<file path="src/rtl/rp_pkg.sv">
// shared sample, calibration and pin types; all widths assume a 14-bit converter pair
`default_nettype none

package rp_pkg;

  //////////////////////////////
  // data types
  //////////////////////////////

  // pin word 15 down to 2, the two lsb pins are reserved
  typedef logic        [13:0] adc_pins_t;
  // signed stream sample, acquisition and generation
  typedef logic signed [13:0] sample_t;
  // calibration gain, GAIN_FRAC fractional bits
  typedef logic signed [15:0] cal_gain_t;
  // calibration offset, same scale as a sample
  typedef logic signed [13:0] cal_offset_t;
  // inverted offset binary code at the DAC pins
  typedef logic        [13:0] dac_code_t;
  // pdm density, ones per 256 cycles
  typedef logic         [7:0] pdm_level_t;

  //////////////////////////////
  // calibration constants
  //////////////////////////////

  // 16384 is unity gain
  localparam int unsigned GAIN_FRAC = 14;

  // saturation limits
  localparam sample_t SAMPLE_MAX = 14'sd8191;
  localparam sample_t SAMPLE_MIN = -14'sd8192;

  // converter code of a zero sample
  localparam dac_code_t DAC_ZERO_CODE = 14'h1fff;

endpackage : rp_pkg

`default_nettype wire

</file>
<file path="src/rtl/adc_frontend.sv">
// pin capture has no reset, so adc_raw_o is undefined until the first adc_clk edge
`default_nettype none

module adc_frontend (
  input  logic            adc_clk,
  input  logic            top_rst,
  // converter pins
  input  rp_pkg::adc_pins_t adc_dat_i,
  // digital loopback
  input  logic            loop_i,
  input  rp_pkg::sample_t loop_dat_i,
  // sample towards calibration
  output rp_pkg::sample_t adc_raw_o
);

  //////////////////////////////
  // pin capture
  //////////////////////////////

  // converted pin word
  rp_pkg::sample_t pin_dat_q;

  // input block register
  // msb kept, lower 13 inverted gives two's complement
  always_ff @(posedge adc_clk) begin
    pin_dat_q <= {adc_dat_i[13], ~adc_dat_i[12:0]};
  end

  //////////////////////////////
  // loopback mux
  //////////////////////////////

  // calibrated generator sample replaces the converter,
  // no register on this leg
  assign adc_raw_o = loop_i ? loop_dat_i : pin_dat_q;

  // generator path must be out of reset and defined
  // whenever it is looped back
  loop_dat_known_a : assert property (
    @(posedge adc_clk) disable iff (top_rst)
    loop_i |-> !$isunknown(loop_dat_i)
  );

endmodule : adc_frontend

`default_nettype wire

</file>
<file path="src/rtl/linear_cal.sv">
// two cycle latency, gain and offset are sampled together with dat_i, output clamps to 14 bits
`default_nettype none

module linear_cal (
  input  logic                adc_clk,
  input  logic                top_rst,
  // sample input
  input  rp_pkg::sample_t     dat_i,
  // calibration
  input  rp_pkg::cal_gain_t   gain_i,
  input  rp_pkg::cal_offset_t offset_i,
  // calibrated sample
  output rp_pkg::sample_t     dat_o
);

  // full product width
  localparam int unsigned PROD_W = $bits(rp_pkg::sample_t) + $bits(rp_pkg::cal_gain_t);
  // product after fraction removal
  localparam int unsigned SHF_W = PROD_W - rp_pkg::GAIN_FRAC;
  // one bit of headroom for the offset add
  localparam int unsigned SUM_W = SHF_W + 1;

  //////////////////////////////
  // stage 1, multiply
  //////////////////////////////

  logic signed [PROD_W-1:0] mul_q;
  rp_pkg::cal_offset_t      off_q;

  // offset travels with its product
  always_ff @(posedge adc_clk) begin
    mul_q <= PROD_W'(dat_i) * PROD_W'(gain_i);
    off_q <= offset_i;
  end

  //////////////////////////////
  // stage 2, sum and clamp
  //////////////////////////////

  logic signed [PROD_W-1:0] mul_shr;
  logic signed  [SHF_W-1:0] mul_shf;
  logic signed  [SUM_W-1:0] sum_w;
  // guard bit above the headroom
  logic signed    [SUM_W:0] sum_x;
  rp_pkg::sample_t          sat;

  // drop fraction, floor rounding
  assign mul_shr = mul_q >>> rp_pkg::GAIN_FRAC;
  assign mul_shf = mul_shr[SHF_W-1:0];

  assign sum_w = SUM_W'(mul_shf) + SUM_W'(off_q);
  assign sum_x = (SUM_W + 1)'(mul_shf) + (SUM_W + 1)'(off_q);

  always_comb begin
    if (sum_w > SUM_W'(rp_pkg::SAMPLE_MAX)) begin
      sat = rp_pkg::SAMPLE_MAX;
    end else if (sum_w < SUM_W'(rp_pkg::SAMPLE_MIN)) begin
      sat = rp_pkg::SAMPLE_MIN;
    end else begin
      sat = rp_pkg::sample_t'(sum_w);
    end
  end

  always_ff @(posedge adc_clk, posedge top_rst) begin
    if (top_rst) begin
      dat_o <= '0;
    end else begin
      dat_o <= sat;
    end
  end

  // headroom keeps the true sign, so the clamped
  // result one cycle on has the sign of the wide sum
  sum_sign_a : assert property (
    @(posedge adc_clk) disable iff (top_rst)
    !$past(top_rst) |-> (dat_o[13] == $past(sum_x[SUM_W]))
  );

endmodule : linear_cal

`default_nettype wire

</file>
<file path="src/rtl/dac_backend.sv">
// cal_o after 2 cycles, dac_dat_o after 3; dac_dat_o rests at the zero code in reset
`default_nettype none

module dac_backend (
  input  logic                adc_clk,
  input  logic                top_rst,
  // generator sample
  input  rp_pkg::sample_t     dat_i,
  // calibration
  input  rp_pkg::cal_gain_t   gain_i,
  input  rp_pkg::cal_offset_t offset_i,
  // calibrated sample, also the loopback source
  output rp_pkg::sample_t     cal_o,
  // converter pins
  output rp_pkg::dac_code_t   dac_dat_o
);

  //////////////////////////////
  // calibration
  //////////////////////////////

  linear_cal u_dac_cal (
    .adc_clk  (adc_clk),
    .top_rst  (top_rst),
    .dat_i    (dat_i),
    .gain_i   (gain_i),
    .offset_i (offset_i),
    .dat_o    (cal_o)
  );

  //////////////////////////////
  // output register
  //////////////////////////////

  // sign kept, rest inverted
  // so the converter sees a negative slope offset binary
  always_ff @(posedge adc_clk, posedge top_rst) begin
    if (top_rst) begin
      dac_dat_o <= rp_pkg::DAC_ZERO_CODE;
    end else begin
      dac_dat_o <= {cal_o[13], ~cal_o[12:0]};
    end
  end

endmodule : dac_backend

`default_nettype wire

</file>
<file path="src/rtl/pdm_gen.sv">
// first order pdm with a fixed 8-bit accumulator, full range is always 256 cycles
`default_nettype none

module pdm_gen #(
  parameter int unsigned PDM_CHN = 4
) (
  input  logic                                    adc_clk,
  input  logic                                    top_rst,
  // density per channel
  input  rp_pkg::pdm_level_t [PDM_CHN-1:0]        level_i,
  // one bit outputs
  output logic               [PDM_CHN-1:0]        pdm_o
);

  localparam int unsigned ACC_W = $bits(rp_pkg::pdm_level_t);

  //////////////////////////////
  // accumulators
  //////////////////////////////

  rp_pkg::pdm_level_t lvl_q [PDM_CHN];
  rp_pkg::pdm_level_t acc_q [PDM_CHN];
  // carry in the top bit
  logic   [ACC_W:0]   acc_sum [PDM_CHN];

  always_comb begin
    for (int ch = 0; ch < PDM_CHN; ch++) begin
      acc_sum[ch] = {1'b0, acc_q[ch]} + {1'b0, lvl_q[ch]};
    end
  end

  // level sampled once per cycle, added next cycle
  // carry count over 256 cycles equals the level
  always_ff @(posedge adc_clk, posedge top_rst) begin
    if (top_rst) begin
      for (int ch = 0; ch < PDM_CHN; ch++) begin
        lvl_q[ch] <= '0;
        acc_q[ch] <= '0;
      end
      pdm_o <= '0;
    end else begin
      for (int ch = 0; ch < PDM_CHN; ch++) begin
        lvl_q[ch] <= level_i[ch];
        acc_q[ch] <= acc_sum[ch][ACC_W-1:0];
        pdm_o[ch] <= acc_sum[ch][ACC_W];
      end
    end
  end

endmodule : pdm_gen

`default_nettype wire

</file>
<file path="src/rtl/edge_debounce.sv">
// pin is asynchronous, stable level starts low; pulses come about DEB_LEN+2 cycles after a change
`default_nettype none

module edge_debounce #(
  parameter int unsigned DEB_LEN = 62500
) (
  input  logic adc_clk,
  input  logic top_rst,
  // expansion pin
  input  logic pin_i,
  // edge pulses, one cycle wide
  output logic pos_o,
  output logic neg_o
);

  localparam int unsigned CNT_W = $clog2(DEB_LEN + 1);

  typedef enum logic {
    ST_STABLE,
    ST_COUNT
  } deb_state_t;

  //////////////////////////////
  // synchronizer
  //////////////////////////////

  logic meta_q;
  logic sync_q;

  always_ff @(posedge adc_clk, posedge top_rst) begin
    if (top_rst) begin
      meta_q <= 1'b0;
      sync_q <= 1'b0;
    end else begin
      meta_q <= pin_i;
      sync_q <= meta_q;
    end
  end

  //////////////////////////////
  // debounce fsm
  //////////////////////////////

  deb_state_t       state_q;
  logic             level_q;
  logic [CNT_W-1:0] cnt_q;

  always_ff @(posedge adc_clk, posedge top_rst) begin
    if (top_rst) begin
      state_q <= ST_STABLE;
      level_q <= 1'b0;
      cnt_q   <= '0;
      pos_o   <= 1'b0;
      neg_o   <= 1'b0;
    end else begin
      // pulses last a single cycle
      pos_o <= 1'b0;
      neg_o <= 1'b0;
      case (state_q)
        ST_STABLE: begin
          cnt_q <= '0;
          if (sync_q != level_q) begin
            state_q <= ST_COUNT;
          end
        end
        ST_COUNT: begin
          if (sync_q == level_q) begin
            // glitch, back without a pulse
            state_q <= ST_STABLE;
            cnt_q   <= '0;
          end else if (cnt_q == CNT_W'(DEB_LEN - 1)) begin
            // new level held long enough
            state_q <= ST_STABLE;
            level_q <= sync_q;
            cnt_q   <= '0;
            pos_o   <= sync_q;
            neg_o   <= ~sync_q;
          end else begin
            cnt_q <= cnt_q + 1'b1;
          end
        end
        default: begin
          state_q <= ST_STABLE;
          cnt_q   <= '0;
        end
      endcase
    end
  end

  // opposite edges never coincide
  edge_excl_a : assert property (
    @(posedge adc_clk) disable iff (top_rst)
    !(pos_o && neg_o)
  );

endmodule : edge_debounce

`default_nettype wire

</file>
<file path="src/rtl/analog_top.sv">
// single adc_clk domain, calibration and loopback come straight from ports with no register map
`default_nettype none

module analog_top #(
  parameter int unsigned ANA_CHN = 2,
  parameter int unsigned PDM_CHN = 4,
  parameter int unsigned DEB_LEN = 62500
) (
  input  logic                                    adc_clk,
  input  logic                                    top_rst,
  // ADC pins
  input  rp_pkg::adc_pins_t   [ANA_CHN-1:0]       adc_dat_i,
  // generator samples
  input  rp_pkg::sample_t     [ANA_CHN-1:0]       gen_dat_i,
  // calibration
  input  rp_pkg::cal_gain_t   [ANA_CHN-1:0]       adc_gain_i,
  input  rp_pkg::cal_gain_t   [ANA_CHN-1:0]       dac_gain_i,
  input  rp_pkg::cal_offset_t [ANA_CHN-1:0]       adc_offset_i,
  input  rp_pkg::cal_offset_t [ANA_CHN-1:0]       dac_offset_i,
  // loopback enable
  input  logic                                    digital_loop_i,
  // calibrated acquisition samples
  output rp_pkg::sample_t     [ANA_CHN-1:0]       adc_cal_o,
  // DAC pins, channels side by side
  output rp_pkg::dac_code_t   [ANA_CHN-1:0]       dac_dat_o,
  // PDM outputs
  input  rp_pkg::pdm_level_t  [PDM_CHN-1:0]       pdm_level_i,
  output logic                [PDM_CHN-1:0]       dac_pwm_o,
  // expansion pin triggers
  input  logic                                    exp_i,
  output logic                                    trg_pos_o,
  output logic                                    trg_neg_o
);

  //////////////////////////////
  // analog channels
  //////////////////////////////

  for (genvar i = 0; i < ANA_CHN; i++) begin : g_chn

    // calibrated generator sample
    rp_pkg::sample_t dac_cal;
    // acquisition sample before calibration
    rp_pkg::sample_t adc_raw;

    dac_backend u_dac (
      .adc_clk   (adc_clk),
      .top_rst   (top_rst),
      .dat_i     (gen_dat_i[i]),
      .gain_i    (dac_gain_i[i]),
      .offset_i  (dac_offset_i[i]),
      .cal_o     (dac_cal),
      .dac_dat_o (dac_dat_o[i])
    );

    // loopback taps the dac side after calibration
    adc_frontend u_adc (
      .adc_clk    (adc_clk),
      .top_rst    (top_rst),
      .adc_dat_i  (adc_dat_i[i]),
      .loop_i     (digital_loop_i),
      .loop_dat_i (dac_cal),
      .adc_raw_o  (adc_raw)
    );

    linear_cal u_adc_cal (
      .adc_clk  (adc_clk),
      .top_rst  (top_rst),
      .dat_i    (adc_raw),
      .gain_i   (adc_gain_i[i]),
      .offset_i (adc_offset_i[i]),
      .dat_o    (adc_cal_o[i])
    );

  end : g_chn

  //////////////////////////////
  // pdm outputs
  //////////////////////////////

  pdm_gen #(
    .PDM_CHN (PDM_CHN)
  ) u_pdm (
    .adc_clk (adc_clk),
    .top_rst (top_rst),
    .level_i (pdm_level_i),
    .pdm_o   (dac_pwm_o)
  );

  //////////////////////////////
  // expansion trigger
  //////////////////////////////

  edge_debounce #(
    .DEB_LEN (DEB_LEN)
  ) u_deb (
    .adc_clk (adc_clk),
    .top_rst (top_rst),
    .pin_i   (exp_i),
    .pos_o   (trg_pos_o),
    .neg_o   (trg_neg_o)
  );

endmodule : analog_top

`default_nettype wire

</file>
<file path="config.mk">
export PLATFORM = sky130hd
export DESIGN_NAME = analog_top
export DESIGN_NICKNAME = d
export VERILOG_FILES = /design/src/rtl/rp_pkg.sv /design/src/rtl/adc_frontend.sv /design/src/rtl/linear_cal.sv /design/src/rtl/dac_backend.sv /design/src/rtl/pdm_gen.sv /design/src/rtl/edge_debounce.sv /design/src/rtl/analog_top.sv
export SDC_FILE = /design/constraint.sdc
export NUM_CORES = 2
export LEC_CHECK = 0
export CAP_MARGIN = 20
export CORE_MARGIN = 4
export CORE_UTILIZATION = 53
export CTS_CLUSTER_SIZE = 16
export DETAILED_ROUTE_END_ITERATION = 12
export DONT_BUFFER_PORTS = 1
export GPL_TIMING_DRIVEN = 0
export PLACE_DENSITY = 0.71
export SYNTH_ARGS = -nofsm -noshare
export SYNTH_HDL_FRONTEND = slang
export SYNTH_SLANG_ARGS = --single-unit
</file>
<file path="constraint.sdc">
create_clock -name adc_clk -period 6.3 [get_ports adc_clk]
set_input_delay 1.575 -clock adc_clk [delete_from_list [all_inputs] [get_ports adc_clk]]
set_output_delay 1.575 -clock adc_clk [all_outputs]
set_load 0.01 [all_outputs]
</file>
Word-level counts from Yosys, hierarchy flattened
Cells that the tools add are included.

storage, ports and cells
  register bits = 378
  latch bits = 0
  RAM bits = 0
  memory bits (read-only) = 0
  output and inout bits = 62
  logic and storage cells = 87
  memories kept = 0

operators by class
  $add $sub $neg = 9
  multipliers = 4
  div/mod/pow operators = 0
  order comparisons = 8
  equal/unequal tests = 3
  shifts and indexed selects = 0
  muxes and demuxes = 23
  bitwise logic cells = 7
  reduce and logical (&&, ||, !) cells = 1

operators with widths
  operator                 count
  $mux W14                 10
  $mul A14 B16 Y30         4
  $add A16 B14 Y17         4
  $gt A17 B14 Y1 const B   4
  $lt A17 B14 Y1 const B   4
  $not A13 Y13             4
  $add A8 B8 Y9            4
  $mux W16                 2
  $pmux W16 S2             1
  $add A16 B1 Y16 const B  1
  $eq A16 B16 Y1 const B   1
  $mux W1                  9
  $not A1 Y1               3
  $reduce_and A3 Y1        1
  $pmux W1 S2              1
  $eq A1 B1 Y1             1
  $ne A1 B1 Y1             1

Logic depth before layout (Yosys ltp)
  word-level depth = 4
  gate-level depth with buffers = 27
  depth with buffers taken out = 24

By module
Synthesis repeated with hierarchy kept, for this count alone.

unflattened totals
  cells, all modules = 4575
  area total of the unflattened synthesis = 45154.6 um2

by module, submodules not included
  module                                 times used  cells each  area an instance (um2)
  linear_cal (g_chn[0].u_dac.u_dac_cal)  1           1037        9945.8
  linear_cal (g_chn[1].u_dac.u_dac_cal)  1           1037        9885.7
  linear_cal (g_chn[0].u_adc_cal)        1           1039        9838.2
  linear_cal (g_chn[1].u_adc_cal)        1           1012        9754.4
  pdm_gen                                1           218         2900.3
  adc_frontend                           2           42          498.0
  edge_debounce                          1           92          996.0
  dac_backend                            2           28          419.2

Least setup slack after synthesis
Ideal clock, no wire load.

  kind = input to register
  from = input port digital_loop_i
  to = register g_chn[0].u_adc_cal.mul_q[29]
  library setup time = 0.072 ns
  arrival = 8.245 ns
  data required time = 6.228 ns
  setup slack = -2.017 ns
  cell stages on the path = 26
  path buffers = 3
  cell sequence = buf_6 > clkbuf_1 > mux2i_1 > clkbuf_1 > nand2b_1 > fa_1 > inv_1 > fa_1 > inv_1 > fa_1 > inv_1 > fa_1 > fa_1 > inv_1 > fa_1 > inv_1 > ha_1 > a21o_1 > a21o_1 > a21o_1 > a21o_1 > a2111oi_0 > nand3_1 > a31o_2 > a21oi_1 > xnor2_1

between the ends
  longest elaborated chain between the ends = 2

ends and longest elaborated chain
  item                    RTL line            source
  start: declaration      analog_top.sv:21    input logic digital_loop_i,
  $mux W14                adc_frontend.sv:35  assign adc_raw_o = loop_i ? loop_dat_i : pin_dat_q;
  $mul A14 B16 Y30        linear_cal.sv:32    mul_q <= PROD_W'(dat_i) * PROD_W'(gain_i);
  end signal: assignment  linear_cal.sv:32
  end: declaration        linear_cal.sv:27    logic signed [PROD_W-1:0] mul_q;

No other way between the ends.
A chain may end at the register's enable or synchronous reset.

Worst setup path in the final report
  from = input port digital_loop_i
  to = register g_chn[0].u_adc_cal.mul_q[24]

The elaborated chain is that of the path after synthesis.

==> run_results.csv <==
group,metric,value,unit
final_layout,utilization,60.8,%
clocking,clkLatencyLatePin,0.57,ns
clocking,clk_pin_slew,0.06,ns
detailed_routing,first_iter_violations,1553,
clocking,h-tree-depth,2,
die,io_pins,274,
die,start_util,53.3,%
synthesis,synth_mux_area_share,0.727,%
place,place_inst,5637,
synthesis,synth_top_family_by_area,"adder cells",
place,io_buffers,0,
die,die_x,298,µm
setup_path,critPathKind,"in -> reg",
detailed_routing,viasPerCell,5.23,
final_layout,fillers,6905,
place,dp_hpwl,89.1,mm
synthesis,synthDistinctLibCells,82,
detailed_routing,wl_per_cell,18.6,µm
final_layout,finalNetCount,6188,
setup_path,r2r_setup_slack,-0.06,ns
setup_path,worstPathRequired,6.75,ns
synthesis,synth_fp_nets,6017,
clocking,cts_tree,"yes",
timing,rsz0062_at_grt,"yes",
timing,fmax,140,MHz
setup_path,path_max_fanout,8,
final_layout,area.growth.synth_to_final,14.0,%
synthesis,avgSynthCellArea,9.78,µm²
status,run_status,"complete, but fails checks",
timing,finalSetupTns,-18.19,ns
synthesis,ys.flop_type,"dfxtp_1",
timing,hold_viol,0,
global_routing,antenna_found_initial,20,
timing,skew,0.0191,ns
timing,fin_crit_sh,113,%
timing,worst_pin_slew,0.775,ns
global_routing,grt_max_degree,129,
timing,min_period,7.12,ns
clocking,cts_inserted_buffers,39,
die,coreArea,83600,µm²
synthesis,netlist_area,44600,µm²
clocking,cts-root-buf,"clkbuf_16",
detailed_routing,antenna_left,0,
synthesis,synth_top_area_share,39.5,%
final_layout,final_cells,5852,
synthesis,synth_commonest_cells,"1085 x inv_1, 880 x fa_1, 460 x nand2_1",
detailed_routing,remaining_drc_errors,0,
final_layout,drive_gt1_share,13.0,%
setup_path,end_kind,"flop",
detailed_routing,wl,109,mm
die,rows,106,
clocking,clk_path_buf_depth,3,
global_routing,grt_pass1_vias,33300,
timing,worst_slack,-0.821,ns
clocking,clock_sink_count,322,
synthesis,yosys.area_share.simple,13.3,%
detailed_routing,vias,30600,
synthesis,synthMostInstantiatedCell,"inv_1",
synthesis,synth_fa_ha_area_share,49.9,%
timing,relSlewSlack,47.7,%
place,gp_congestion,0.898,
worst_hold_path,hp-class,"reg -> reg",
die,dieArea,88800,µm²
setup_path,setup.worst_path.start_class,"primary input",
synthesis,synth_area_leaders,"fa_1 40%, ha_1 10%, inv_1 9.1%",
synthesis,synth_cells,4556,
synthesis,synth_xor_xnor_area_share,3.65,%
global_routing,grt_first_pass_wirelength,178,mm
timing,setup_viol,41,
synthesis,synth_compound_area_share,5.58,%
final_layout,multi_input_area,34200,µm²
die,dieHeight,298,µm
job,cap_viol_max_count,0,
detailed_routing,drt_pass1_iterations,6,
setup_path,cp.arrival,7.58,ns
final_layout,design_area,50800,µm²
global_routing,grt_use_total,25.3,%
synthesis,ys_seq_area_share,16.5,%
global_routing,globalRouteOverflowTotal,0,
synthesis,synth_edf_count,0,
timing,slew_viol_final,0,
clocking,hold_buffers,0,
synthesis,ys_ff_latch,322,
synthesis,synth_area_leader_cell,"fa_1",
status,violations,"setup timing",
final_layout,seq_area,7350,µm²
place,place_area,46700,µm²
synthesis,async_reset_ff_share,54.0,%
synthesis,yosysWarnings,0,
## layout by cell type (no fill, tap or decap), types with 11 or more instances in the layout
cell type,count
or2_2,11
buf_6,28
o21ai_1,12
a21o_2,11
mux2i_4,13
fa_2,33
a21oi_1,69
inv_1,1058
clkbuf_16,51
buf_4,109
diode_2,15
xor2_1,58
nor2_1,118
nand2b_1,44
dfstp_2,26
nand2_1,446
ha_1,332
o21a_1,18
dfrtp_1,148
o21bai_1,18
a21o_1,42
nand3_1,19
nor3_1,21
and2_1,266
ha_4,33
dfxtp_1,148
inv_2,26
xnor2_1,120
fa_1,847
mux2_4,15
a21oi_2,21
nor2b_1,150
clkbuf_4,14
nand4_1,13
and2_4,16
o21ai_0,64
clkbuf_1,46
clkbuf_8,34
## metal layers
layer	routed length [µm]	part of all wire, %	GRT usage [%]	vias up
met1	45000	41	34.0	15500
met4	4110	3.8	8.74	8
li1	-	-	-	13900
met2	51100	47	40.8	1005
met5	55	0.050	0	-
met3	8700	8.0	5.86	201
## through the flow
step | setup slack [ns] | hold slack (ns)
finish | -0.821 | 0.352
detailed placement | -2.42 | 0.345
global placement | -2.37 | 0.334
CTS | -0.793 | 0.358
floorplan | -1.18 | 0.331
global route | -0.989 | 0.362
## worst paths after layout
check                                             startpoint                           end  cells after the start
max in group asynchronous                            top_rst               u_pdm.acc_q[24]                      2
min                                             u_deb.meta_q                  u_deb.sync_q                      0
min in group asynchronous                            top_rst               u_pdm.acc_q[15]                      1
max reg2reg                g_chn[0].u_dac.u_dac_cal.dat_o[1]  g_chn[0].u_adc_cal.mul_q[20]                     24
min reg2reg                                     u_deb.meta_q                  u_deb.sync_q                      0
max                                           digital_loop_i  g_chn[0].u_adc_cal.mul_q[24]                     25
## layout make-up
| cell class | instances | share of cell area, % |
|---|---|---|
| multi-input combinational | 3015 | 67.3 |
| sequential | 322 | 14.5 |
| inverter | 1086 | 8.04 |
| tap | 1080 | 2.66 |
| buffer | 133 | 2.60 |
| timing repair buffer | 130 | 2.33 |
| clock buffer | 53 | 2.11 |
| clock inverter | 18 | 0.468 |
| antenna | 15 | 0.0739 |
## critical path: stages
cell	delay, ns
buf_16	0.14
clkbuf_16	0.18
mux2i_4	0.30
buf_6	0.16
nor2b_4	0.04
fa_1	0.54
inv_2	0.04
fa_1	0.49
inv_1	0.05
fa_1	0.47
inv_1	0.05
fa_1	0.51
inv_2	0.04
fa_1	0.51
fa_1	0.47
ha_4	0.28
a211oi_4	0.29
nand2_2	0.11
a31oi_4	0.29
o211ai_4	0.15
a31oi_4	0.25
o31ai_4	0.09
and4_4	0.22
a2111oi_4	0.20
xnor2_1	0.11
## logic make-up (layout without fill, tap and decap cells)
| kind of cell | Yosys count | after routing |
|---|---|---|
| muxes | 30 | 30 |
| other | 0 | 15 |
| buffers and inverters | 1219 | 1420 |
| and+or+nand+nor | 1187 | 1187 |
| xor gates and xnor gates | 185 | 185 |
| DFF | 322 | 322 |
| adders and majority gates | 1249 | 1249 |
| AOI/OAI and AO/OA | 364 | 364 |
## state kept, by name, summed over array words and instances, names as in the netlist, 4 cells and up
| name | cells |
|---|---|
| g_chn.u_adc_cal.mul_q | 32 |
| g_chn.u_dac.u_dac_cal.mul_q | 32 |
| u_pdm.acc_q | 32 |
| u_pdm.lvl_q | 32 |
| g_chn.u_adc.pin_dat_q | 28 |
| g_chn.u_adc_cal.dat_o | 28 |
| g_chn.u_adc_cal.off_q | 28 |
| g_chn.u_dac.dac_dat_o | 28 |
| g_chn.u_dac.u_dac_cal.dat_o | 28 |
| g_chn.u_dac.u_dac_cal.off_q | 28 |
| u_deb.cnt_q | 16 |
| u_pdm.pdm_o | 4 |
## repair_timing
item | 4_1_cts | 5_1_grt
buffers inserted | 83 | 42
hold endpoints to repair | 0 | 0
cloned | 6 | 0
endpoints found under the setup margin | 53 | 55
pin swaps | 103 | 83
resized for setup | 257 | 156
Power is not shown: default switching activity piles up to over one toggle a cycle in this logic, so the estimate is an artifact.
